File: src/common/frv_settings.svh
/*
 * Core-wide constants for the reduced RV32 pipeline.
 * XLEN is fixed at one 32-bit word and is not meant to change.
 */
`ifndef FRV_SETTINGS_SVH
`define FRV_SETTINGS_SVH

`define FRV_XLEN     32             // Data and address width
`define FRV_PC_RESET 32'h0000_0000  // First fetch address
`define FRV_NREGS    32             // GPR count, x0 included

`endif

File: src/common/frv_pkg.sv
/*
 * Shared types of the pipeline. Payload structs are packed so they can
 * be registered and compared as whole vectors.
 */
`include "frv_settings.svh"

package frv_pkg;

typedef logic [4:0]           reg_addr_t;  // GPR index
typedef logic [`FRV_XLEN-1:0] word_t;      // One data word

// Micro-op after decode
typedef enum logic [3:0] {
    ALU_ADD,
    ALU_SUB,
    ALU_AND,
    ALU_OR,
    ALU_XOR,
    LOAD,
    STORE,
    BR_EQ,
    BR_NE
} uop_e;

// ----------------------------------------
// Stage payloads

typedef struct packed {
    word_t     pc;
    word_t     instr;
} fetch_t;

typedef struct packed {
    word_t     pc;
    word_t     instr;
    uop_e      uop;
    reg_addr_t rd;          // Zero when nothing is written
    word_t     opr_a;       // rs1 or zero
    word_t     opr_b;       // rs2 or immediate
    word_t     opr_c;       // Store data or branch target
} decode_t;

typedef struct packed {
    word_t     pc;
    word_t     instr;
    uop_e      uop;
    reg_addr_t rd;
    word_t     result;      // ALU value, address or target
    word_t     store_data;
    logic      taken;       // Branch redirects
} exec_t;

// ----------------------------------------
// Side channels

typedef struct packed {
    logic      valid;
    reg_addr_t rd;
    word_t     wdata;
    logic      is_load;     // Data not ready yet
} fwd_t;

typedef struct packed {
    logic      wen;
    logic [3:0] strb;
    word_t     addr;
    word_t     wdata;
} mem_req_t;

typedef struct packed {
    word_t     pc;
    word_t     instr;
    reg_addr_t rd;
    word_t     wdata;       // Zero when rd is x0
} trace_t;

endpackage

File: src/rtl/frv_gprs.sv
/*
 * 32 x 32 register file, two asynchronous reads, one write.
 * x0 is not stored. Writes are ignored while in reset.
 */
`timescale 1ns/10ps
`include "frv_settings.svh"

module frv_gprs import frv_pkg::*; (
    input  logic      g_clk,
    input  logic      rst,
    input  reg_addr_t rs1_addr,
    input  reg_addr_t rs2_addr,
    input  logic      rd_wen,
    input  reg_addr_t rd_addr,
    input  word_t     rd_wdata,
    output word_t     rs1_data,
    output word_t     rs2_data
);

word_t regs [1:`FRV_NREGS-1];       // x1..x31

always_ff @(posedge g_clk) begin
    if (!rst && rd_wen && |rd_addr) begin
        regs[rd_addr] <= rd_wdata;
    end
end

assign rs1_data = |rs1_addr ? regs[rs1_addr] : '0;  // x0 is hardwired
assign rs2_data = |rs2_addr ? regs[rs2_addr] : '0;

endmodule

File: src/rtl/frv_hazard.sv
/*
 * Operand bypass from execute, memory and writeback into decode.
 * Any match against a stage holding a load stalls decode, even if a
 * younger stage would also have matched.
 */
`timescale 1ns/10ps

module frv_hazard import frv_pkg::*; (
    input  reg_addr_t rs1_addr,
    input  reg_addr_t rs2_addr,
    input  word_t     rs1_data,
    input  word_t     rs2_data,
    input  logic      s1_valid,
    input  logic      s2_busy,
    input  fwd_t      fwd_s2,
    input  fwd_t      fwd_s3,
    input  fwd_t      fwd_s4,
    output word_t     rs1_fwd,
    output word_t     rs2_fwd,
    output logic      s1_bubble
);

logic [2:0] hit1, hit2;             // Bit 0 execute, bit 2 writeback
logic [2:0] ld;                     // Stage holds a load

function automatic logic hit(reg_addr_t src, fwd_t f);
    return |src && f.valid && (f.rd == src);
endfunction

assign hit1 = {hit(rs1_addr, fwd_s4), hit(rs1_addr, fwd_s3), hit(rs1_addr, fwd_s2)};
assign hit2 = {hit(rs2_addr, fwd_s4), hit(rs2_addr, fwd_s3), hit(rs2_addr, fwd_s2)};
assign ld   = {fwd_s4.is_load, fwd_s3.is_load, fwd_s2.is_load};

// Youngest producer wins
assign rs1_fwd = hit1[0] ? fwd_s2.wdata :
                 hit1[1] ? fwd_s3.wdata :
                 hit1[2] ? fwd_s4.wdata : rs1_data;
assign rs2_fwd = hit2[0] ? fwd_s2.wdata :
                 hit2[1] ? fwd_s3.wdata :
                 hit2[2] ? fwd_s4.wdata : rs2_data;

assign s1_bubble = (!s1_valid && !s2_busy) ||     // Nothing to decode
                   |((hit1 | hit2) & ld);         // Load result not back yet

endmodule

File: src/pipeline/frv_fetch.sv
/*
 * One outstanding instruction read at a time, plus a one-word buffer
 * while decode stalls. Redirects are only acknowledged with no read in
 * flight, so the request address never moves before gnt.
 */
`timescale 1ns/10ps
`include "frv_settings.svh"

module frv_fetch import frv_pkg::*; (
    input  logic     g_clk,
    input  logic     rst,
    input  logic     flush,
    input  word_t    cf_target,
    input  logic     s1_busy,
    input  logic     imem_gnt,
    input  word_t    imem_rdata,
    output logic     cf_ack,
    output logic     imem_req,
    output mem_req_t imem_out,
    output logic     s1_valid,
    output fetch_t   s1_data
);

logic   run;                        // Fetching enabled after reset
logic   pend;                       // Read data arrives this cycle
logic   buf_valid;                  // Word parked for decode
fetch_t buf_data;
word_t  pc;                         // Next address to request
logic   take;

assign take     = imem_req && imem_gnt;
assign imem_req = run && !buf_valid && !(pend && s1_busy);  // Room for the word
assign cf_ack   = !pend && !(imem_req && !imem_gnt);
assign imem_out = '{wen: 1'b0, strb: 4'hf, addr: pc, wdata: '0};

assign s1_valid = pend || buf_valid;
assign s1_data  = buf_valid ? buf_data : '{pc: pc - word_t'(4), instr: imem_rdata};

always_ff @(posedge g_clk) begin
    if (rst) begin
        run       <= 1'b0;
        pend      <= 1'b0;
        buf_valid <= 1'b0;
        pc        <= `FRV_PC_RESET;
    end else begin
        run  <= 1'b1;
        pend <= take && !flush;               // Word granted on redirect is dropped
        if (flush) begin
            buf_valid <= 1'b0;
            pc        <= cf_target;
        end else begin
            buf_valid <= s1_valid && s1_busy;
            if (take) pc <= pc + word_t'(4);
        end
    end
end

always_ff @(posedge g_clk) begin
    if (pend && s1_busy) buf_data <= s1_data;  // Park returned word
end

// Request held unchanged until granted, redirects included
assert property (@(posedge g_clk) disable iff (rst)
    imem_req && !imem_gnt |=> imem_req && $stable(imem_out.addr));

endmodule

File: src/pipeline/frv_decode.sv
/*
 * Decodes the RV32 subset into micro-ops. Anything else, including
 * unsupported funct3 values, becomes ADDI x0 and retires as a nop.
 * Operands come already forwarded from the hazard unit.
 */
`timescale 1ns/10ps

module frv_decode import frv_pkg::*; (
    input  logic      g_clk,
    input  logic      rst,
    input  logic      flush,
    input  logic      s1_valid,
    input  fetch_t    s1_data,
    input  logic      s1_bubble,
    input  word_t     rs1_fwd,
    input  word_t     rs2_fwd,
    input  logic      s2_busy,
    output logic      s1_busy,
    output reg_addr_t rs1_addr,
    output reg_addr_t rs2_addr,
    output logic      s2_valid,
    output decode_t   s2_data
);

word_t      instr;
logic [6:0] opcode;
logic [2:0] funct3;
reg_addr_t  rd_f;
word_t      imm_i, imm_s, imm_b, imm_u;
decode_t    dec;
logic       s2_stall;                 // Output register cannot move

assign instr    = s1_data.instr;
assign opcode   = instr[6:0];
assign funct3   = instr[14:12];
assign rd_f     = instr[11:7];
assign rs1_addr = instr[19:15];
assign rs2_addr = instr[24:20];

assign imm_i = {{20{instr[31]}}, instr[31:20]};
assign imm_s = {{20{instr[31]}}, instr[31:25], instr[11:7]};
assign imm_b = {{19{instr[31]}}, instr[31], instr[7], instr[30:25], instr[11:8], 1'b0};
assign imm_u = {instr[31:12], 12'b0};

always_comb begin
    dec.pc    = s1_data.pc;
    dec.instr = instr;
    dec.uop   = ALU_ADD;
    dec.rd    = '0;                   // Nop unless matched below
    dec.opr_a = rs1_fwd;
    dec.opr_b = imm_i;
    dec.opr_c = rs2_fwd;              // Store data
    case (opcode)
        7'b0110011: begin             // Register ALU ops
            dec.opr_b = rs2_fwd;
            dec.rd    = rd_f;
            case (funct3)
                3'b000:  dec.uop = instr[30] ? ALU_SUB : ALU_ADD;
                3'b100:  dec.uop = ALU_XOR;
                3'b110:  dec.uop = ALU_OR;
                3'b111:  dec.uop = ALU_AND;
                default: dec.rd  = '0;
            endcase
        end
        7'b0010011: if (funct3 == 3'b000) dec.rd = rd_f;  // ADDI
        7'b0110111: begin             // LUI
            dec.opr_a = '0;
            dec.opr_b = imm_u;
            dec.rd    = rd_f;
        end
        7'b0000011: if (funct3 == 3'b010) begin  // LW
            dec.uop = LOAD;
            dec.rd  = rd_f;
        end
        7'b0100011: if (funct3 == 3'b010) begin  // SW
            dec.uop   = STORE;
            dec.opr_b = imm_s;
        end
        7'b1100011: if (funct3[2:1] == 2'b00) begin  // BEQ, BNE
            dec.uop   = funct3[0] ? BR_NE : BR_EQ;
            dec.opr_b = rs2_fwd;
            dec.opr_c = s1_data.pc + imm_b;
        end
        default: ;
    endcase
end

assign s2_stall = s2_valid && s2_busy;
assign s1_busy  = s2_stall || s1_bubble;   // Hold fetch word on a bubble

always_ff @(posedge g_clk) begin
    if (rst || flush) begin
        s2_valid <= 1'b0;
    end else if (!s2_stall) begin
        s2_valid <= s1_valid && !s1_bubble;
    end
end

always_ff @(posedge g_clk) begin
    if (!s2_stall) s2_data <= dec;
end

endmodule

File: src/pipeline/frv_execute.sv
/*
 * Single-cycle ALU and branch compare. Loads and stores only form
 * their address here. Branch targets are precomputed in decode.
 */
`timescale 1ns/10ps

module frv_execute import frv_pkg::*; (
    input  logic    g_clk,
    input  logic    rst,
    input  logic    flush,
    input  logic    s2_valid,
    input  decode_t s2_data,
    input  logic    s3_busy,
    output logic    s2_busy,
    output fwd_t    fwd_s2,
    output logic    s3_valid,
    output exec_t   s3_data
);

word_t a, b;
word_t alu;
logic  taken;

assign a = s2_data.opr_a;
assign b = s2_data.opr_b;

always_comb begin
    case (s2_data.uop)
        ALU_SUB:      alu = a - b;
        ALU_AND:      alu = a & b;
        ALU_OR:       alu = a | b;
        ALU_XOR:      alu = a ^ b;
        BR_EQ, BR_NE: alu = s2_data.opr_c;   // Target
        default:      alu = a + b;           // ADD and addresses
    endcase
end

assign taken = (s2_data.uop == BR_EQ && a == b) ||
               (s2_data.uop == BR_NE && a != b);

assign s2_busy = s3_valid && s3_busy;
assign fwd_s2  = '{valid: s2_valid, rd: s2_data.rd, wdata: alu,
                   is_load: s2_data.uop == LOAD};

always_ff @(posedge g_clk) begin
    if (rst || flush) begin
        s3_valid <= 1'b0;
    end else if (!s2_busy) begin
        s3_valid <= s2_valid;
    end
end

always_ff @(posedge g_clk) begin
    if (!s2_busy) begin
        s3_data <= '{pc: s2_data.pc, instr: s2_data.instr, uop: s2_data.uop,
                     rd: s2_data.rd, result: alu, store_data: s2_data.opr_c,
                     taken: taken};
    end
end

endmodule

File: src/pipeline/frv_memory.sv
/*
 * Issues one word access per LW or SW and holds until gnt.
 * After a taken branch leaves for writeback, later instructions wait
 * here until the flush so no wrong-path store reaches the bus.
 */
`timescale 1ns/10ps

module frv_memory import frv_pkg::*; (
    input  logic     g_clk,
    input  logic     rst,
    input  logic     flush,
    input  logic     s3_valid,
    input  exec_t    s3_data,
    input  logic     dmem_gnt,
    input  logic     s4_busy,
    output logic     s3_busy,
    output fwd_t     fwd_s3,
    output logic     dmem_req,
    output mem_req_t dmem_out,
    output logic     s4_valid,
    output exec_t    s4_data
);

logic is_mem;                       // Valid load or store
logic shadow;                       // Behind a taken branch
logic stall;
logic go;                           // Moves to writeback

assign is_mem   = s3_valid && (s3_data.uop == LOAD || s3_data.uop == STORE);
assign dmem_req = is_mem && !shadow && !s4_busy;
assign dmem_out = '{wen: s3_data.uop == STORE, strb: 4'hf,
                    addr: s3_data.result, wdata: s3_data.store_data};

assign stall   = shadow || s4_busy || (is_mem && !dmem_gnt);
assign s3_busy = s3_valid && stall;
assign go      = s3_valid && !stall;
assign fwd_s3  = '{valid: s3_valid, rd: s3_data.rd, wdata: s3_data.result,
                   is_load: s3_data.uop == LOAD};

always_ff @(posedge g_clk) begin
    if (rst || flush) begin
        s4_valid <= 1'b0;
        shadow   <= 1'b0;
    end else begin
        if (!s4_busy) s4_valid <= go;
        if (go && s3_data.taken) shadow <= 1'b1;
    end
end

always_ff @(posedge g_clk) begin
    if (go) s4_data <= s3_data;
end

// Load/store request frozen until accepted
assert property (@(posedge g_clk) disable iff (rst)
    dmem_req && !dmem_gnt |=> dmem_req && $stable(dmem_out));

endmodule

File: src/pipeline/frv_writeback.sv
/*
 * Retires one instruction per valid cycle and never stalls.
 * Load data is taken straight off dmem_rdata. A taken branch raises
 * cf_req on the next cycle and holds it until fetch acknowledges.
 */
`timescale 1ns/10ps

module frv_writeback import frv_pkg::*; (
    input  logic      g_clk,
    input  logic      rst,
    input  logic      s4_valid,
    input  exec_t     s4_data,
    input  word_t     dmem_rdata,
    input  logic      cf_ack,
    output logic      s4_busy,
    output fwd_t      fwd_s4,
    output logic      gpr_wen,
    output reg_addr_t gpr_rd,
    output word_t     gpr_wdata,
    output logic      cf_req,
    output word_t     cf_target,
    output logic      trs_valid,
    output trace_t    trs
);

word_t wdata;                       // Value written to rd

assign wdata     = (s4_data.uop == LOAD) ? dmem_rdata : s4_data.result;
assign s4_busy   = 1'b0;
assign gpr_wen   = s4_valid && |s4_data.rd;
assign gpr_rd    = s4_data.rd;
assign gpr_wdata = wdata;
assign fwd_s4    = '{valid: s4_valid, rd: s4_data.rd, wdata: wdata, is_load: 1'b0};

always_ff @(posedge g_clk) begin
    if (rst) begin
        cf_req    <= 1'b0;
        trs_valid <= 1'b0;
    end else begin
        trs_valid <= s4_valid;
        if (s4_valid && s4_data.taken) begin
            cf_req <= 1'b1;
        end else if (cf_ack) begin
            cf_req <= 1'b0;                  // Redirect taken by fetch
        end
    end
end

always_ff @(posedge g_clk) begin
    if (s4_valid && s4_data.taken) cf_target <= s4_data.result;
    if (s4_valid) begin
        trs <= '{pc: s4_data.pc, instr: s4_data.instr, rd: s4_data.rd,
                 wdata: |s4_data.rd ? wdata : '0};
    end
end

endmodule

File: src/rtl/frv_pipeline.sv
/*
 * Five-stage RV32 subset core: ADD SUB AND OR XOR ADDI LUI LW SW BEQ BNE.
 * Word accesses only. Both buses return read data one cycle after gnt.
 * No traps; unknown opcodes retire as nops.
 */
`timescale 1ns/10ps

module frv_pipeline import frv_pkg::*; (
    input  logic     g_clk,
    input  logic     rst,
    output logic     imem_req,
    output mem_req_t imem_out,
    input  logic     imem_gnt,
    input  word_t    imem_rdata,
    output logic     dmem_req,
    output mem_req_t dmem_out,
    input  logic     dmem_gnt,
    input  word_t    dmem_rdata,
    output logic     trs_valid,
    output trace_t   trs
);

// ----------------------------------------
// Control flow and stage links

logic      cf_req, cf_ack;          // Redirect handshake
word_t     cf_target;
logic      flush;                   // Kills fetch to memory

logic      s1_valid, s1_busy, s1_bubble;
fetch_t    s1_data;
logic      s2_valid, s2_busy;
decode_t   s2_data;
logic      s3_valid, s3_busy;
exec_t     s3_data;
logic      s4_valid, s4_busy;
exec_t     s4_data;

// ----------------------------------------
// Register file and forwarding

reg_addr_t rs1_addr, rs2_addr;
word_t     rs1_data, rs2_data;      // Raw GPR reads
word_t     rs1_fwd, rs2_fwd;        // After forwarding
fwd_t      fwd_s2, fwd_s3, fwd_s4;
logic      gpr_wen;
reg_addr_t gpr_rd;
word_t     gpr_wdata;

assign flush = cf_req && cf_ack;

frv_fetch     u_fetch     (.*);
frv_decode    u_decode    (.*);
frv_execute   u_execute   (.*);
frv_memory    u_memory    (.*);
frv_writeback u_writeback (.*);
frv_hazard    u_hazard    (.*);

frv_gprs u_gprs (
    .g_clk    (g_clk),
    .rst      (rst),
    .rs1_addr (rs1_addr),
    .rs2_addr (rs2_addr),
    .rd_wen   (gpr_wen),
    .rd_addr  (gpr_rd),
    .rd_wdata (gpr_wdata),
    .rs1_data (rs1_data),
    .rs2_data (rs2_data)
);

endmodule

File: config.mk
export PLATFORM = sky130hd
export DESIGN_NAME = frv_pipeline
export DESIGN_NICKNAME = d
export VERILOG_FILES = /design/src/common/frv_pkg.sv /design/src/rtl/frv_gprs.sv /design/src/rtl/frv_hazard.sv /design/src/pipeline/frv_fetch.sv /design/src/pipeline/frv_decode.sv /design/src/pipeline/frv_execute.sv /design/src/pipeline/frv_memory.sv /design/src/pipeline/frv_writeback.sv /design/src/rtl/frv_pipeline.sv
export VERILOG_INCLUDE_DIRS = /design/src /design/src/common
export SDC_FILE = /design/constraint.sdc
export NUM_CORES = 2
export LEC_CHECK = 0
export BUFFER_PORTS_ARGS = -buffer_cell sky130_fd_sc_hd__buf_4
export CORE_UTILIZATION = 30
export CTS_CLUSTER_SIZE = 14
export DETAILED_ROUTE_END_ITERATION = 8
export PLACE_DENSITY = 0.44
export SYNTH_ARGS = -nofsm -noshare
export SYNTH_HDL_FRONTEND = slang
export SYNTH_SLANG_ARGS = --single-unit
File: constraint.sdc
create_clock -name g_clk -period 5.9 [get_ports g_clk]
set_clock_uncertainty 0.05 [all_clocks]
set_input_delay 0.59 -clock g_clk [delete_from_list [all_inputs] [get_ports g_clk]]
set_output_delay 0.59 -clock g_clk [all_outputs]
set_load 0.01 [all_outputs]
==> qor.yml <==
dieArea_um2: 273000
post_drt_wl_per_cell_um: 30.9
setup_ws_ns: 0.412
max_stage_delay_ns: 0.82
muxShareOfSynthArea: 0.0153
maxSlewHeadroom: 0.107
finalCritPeriodShare: 0.930
synthXorXnorAreaFrac: 0.0112
stdcell_area_um2: 94100
p_leak_uw: 0.0333
worst_setup_path_start_kind: "flip-flop"
grt-ovfl-total: 0
vias: 65900
hold_ws_ns: 0.0802
final_hold_viol_count: 0
synthCells: 7731
crit_required_ns: 6.41
synth_top_family_by_area: "simple AND/OR/NAND/NOR gates"
max_freq_ghz: 0.182
antenna_found_initial: 24
hpwl_um: 231000
worst-path-max-fanout: 73
ir_worst_vdd_uv: 257
crit_type: "flip-flop to flip-flop"
fp-row-count: 190
drv_cap: 0
cp_cell_sequence: "buf_12 > mux2i_4 > inv_8 > buf_4 > nand2_1 > and3_1 > a311oi_1 > a311oi_1 > a211oi_1 > nor3_1 > a211oi_2 > buf_4 > o31ai_1 > o21ai_0"
slew_viol_final: 0
grt_first_pass_wirelength_um: 490000
synth_area_um2: 81300
synth_simple_gate_area_share: 0.193
start_util: 0.302
synth_seq_cells: 1643
cts_buffer_depth: 3
clkTransAtPathRegs_ns: 0.07
dpl_worst_slack_ns: 0.453
ys_seq_area_frac: 0.602
drc_errors: 0
grt_use_total: 0.254
vias_per_cell: 5.71
core_um2: 269000
syn_avg_cell_area_um2: 10.5
synthArstFlopShare: 0
synth_flop_cell: "edfxtp_1"
cp-end-kind: "flip-flop"
die_y_um: 523
period_needed_ns: 5.49
io_buffers: 268
rsz0062_at_grt: "no"
hold_class: "input port to flip-flop"
setup_viol: 0
finalWeightedCongestion: 0.935
outcome: "finished clean"
grt_max_degree: 136
cts_buffers: 185
worstPathArrival_ns: 6.00
die_w_um: 523
post_cts_resized: 0
ys_types: 100
first_pass_iters: 6
synthAdderAreaFrac: 0.0203
tritoncts: "done"
drive_above_1_share: 0.119
drt_iter0_markers: 8161
dpl-instance-area_um2: 88000
cts_root_buffer: "clkbuf_16"
tightest_slew_ns: 1.31
ant_nets: 0
grt_pass1_vias: 61400
place_inst: 11200
critical_path.slowest_cell: "nor3_1"
routed_wl_um: 356000
stdcell_count: 11500
clock_sinks: 1643
final_cell_mix: "nand2_1, edfxtp_1, nand3_1"
ys_warn_count: 0
power.density_nw_per_um2: 307
htreeDepth: 4
synth_edf_count: 1602
synthToLayoutAreaGrowth_pct: 15.7
synth-compound-area-share: 0.112
pin_count: 310
fin_nets: 8015
fin_setup_tns_ns: 0
insertion_delay_ns: 0.88
layout_commonest_cell: "nand2_1"
==> layer usage <==
layer	track usage	vias to the layer above	share of wire
met2	0.412	3605	0.47
met3	0.0436	685	0.079
met1	0.327	33200	0.40
met4	0.120	8	0.051
met5	0	-	0.00016
li1	-	28400	-
==> state kept, by name, summed over array words and instances, names as in the netlist, 32 cells and up <==
register / cells
u_decode.s2_data: 169
u_execute.s3_data: 138
u_fetch.buf_data: 64
u_fetch.pc: 32
u_gprs.regs: 992
u_memory.s4_data: 106
u_writeback.cf_target: 32
u_writeback.trs: 101
==> worst paths after layout <==
kind	start	endpoint	slack, ns	depth (start not counted)
worst max-delay path	u_fetch.buf_valid	u_decode.s2_data[41]	0.41	14
worst min-delay path	imem_rdata[3]	u_fetch.buf_data[3]	0.08	2
worst max register to register	u_fetch.buf_valid	u_decode.s2_data[41]	0.41	14
worst min register to register	u_memory.s4_data[137]	u_writeback.trs[100]	0.36	0
==> per-stage QoR <==
stage               total power (uW)   util
finish                         28900  0.350
global route                   29600  0.350
CTS                            29000  0.350
detailed placement             17400  0.327
global placement               17400  0.327
floorplan                      15600      -
==> layout make-up <==
type	instances	area, um2
tap	3552	4440
multi-input combinational	5279	29200
inverter	179	724
timing repair buffer	529	4780
clock buffer	228	4810
clock inverter	114	1190
antenna	10	25.0
sequential	1643	48900
fill	26600	175000
==> kinds of logic after synthesis <==
logic type                 count (synthesis)
and+or+nand+nor                         3627
DFF                                     1643
AOI/OAI and AO/OA                       1268
buffers and inverters                    848
adders and majority gates                130
muxes                                    109
xor gates and xnor gates                 104
other                                      2
==> synth_stat cells (9+ instances only) <==
cell       instances  share of area
or3_1             22         0.0017
edfxtp_1        1602           0.59
o221ai_1          26         0.0028
nand4_1           31         0.0024
buf_2            134         0.0082
xor2_1            17         0.0018
nand3_1          868          0.053
a211oi_1          67         0.0062
o31ai_1           16         0.0015
o22ai_1           15         0.0012
buf_1             82         0.0038
a221o_1           13         0.0016
ha_1             127          0.020
o2111ai_1         10         0.0011
a21oi_1          200          0.012
a22oi_1           19         0.0018
o21ai_1           17         0.0010
nand2_1         2088          0.096
nor4_1            28         0.0022
dfxtp_1           41          0.010
clkbuf_1         344          0.016
mux2i_1           64         0.0079
and3_1           123         0.0095
and2_1            11        0.00085
a21o_1            31         0.0029
mux2_2            33         0.0046
a31oi_1           83         0.0064
nor2b_1           27         0.0021
a221oi_1          18         0.0019
buf_4            107         0.0099
o21a_1             9        0.00083
a311oi_1         347          0.037
o211ai_1          98         0.0090
nor3_1            45         0.0028
inv_1            173         0.0080
nand2b_1          34         0.0026
o21bai_1          16         0.0015
o21ai_0          196          0.012
nor2_1           297          0.014
xnor2_1           87         0.0094
a32oi_1           13         0.0014
==> power breakdown <==
group	total [uW]	leakage (uW)	internal, uW	switching (uW)
combinational	3660	0.0152	1150	2510
sequential	13600	0.0152	13100	480
clock	11600	0.00290	6570	5060
==> repair_timing <==
item | in CTS | in global routing
setup buffers | 0 | 0
endpoints found under the hold margin | 3 | 0
hold buffers | 2 | 0
==> critical path, delay by kind of cell (launching register included) <==
family | cells | cell delay [ns]
buf+inv | 4 | 1.23
simple gates | 3 | 1.06
flops | 1 | 0.81
mux | 1 | 0.51
compound gates | 6 | 1.43
Power figures use the tool's default switching activity.
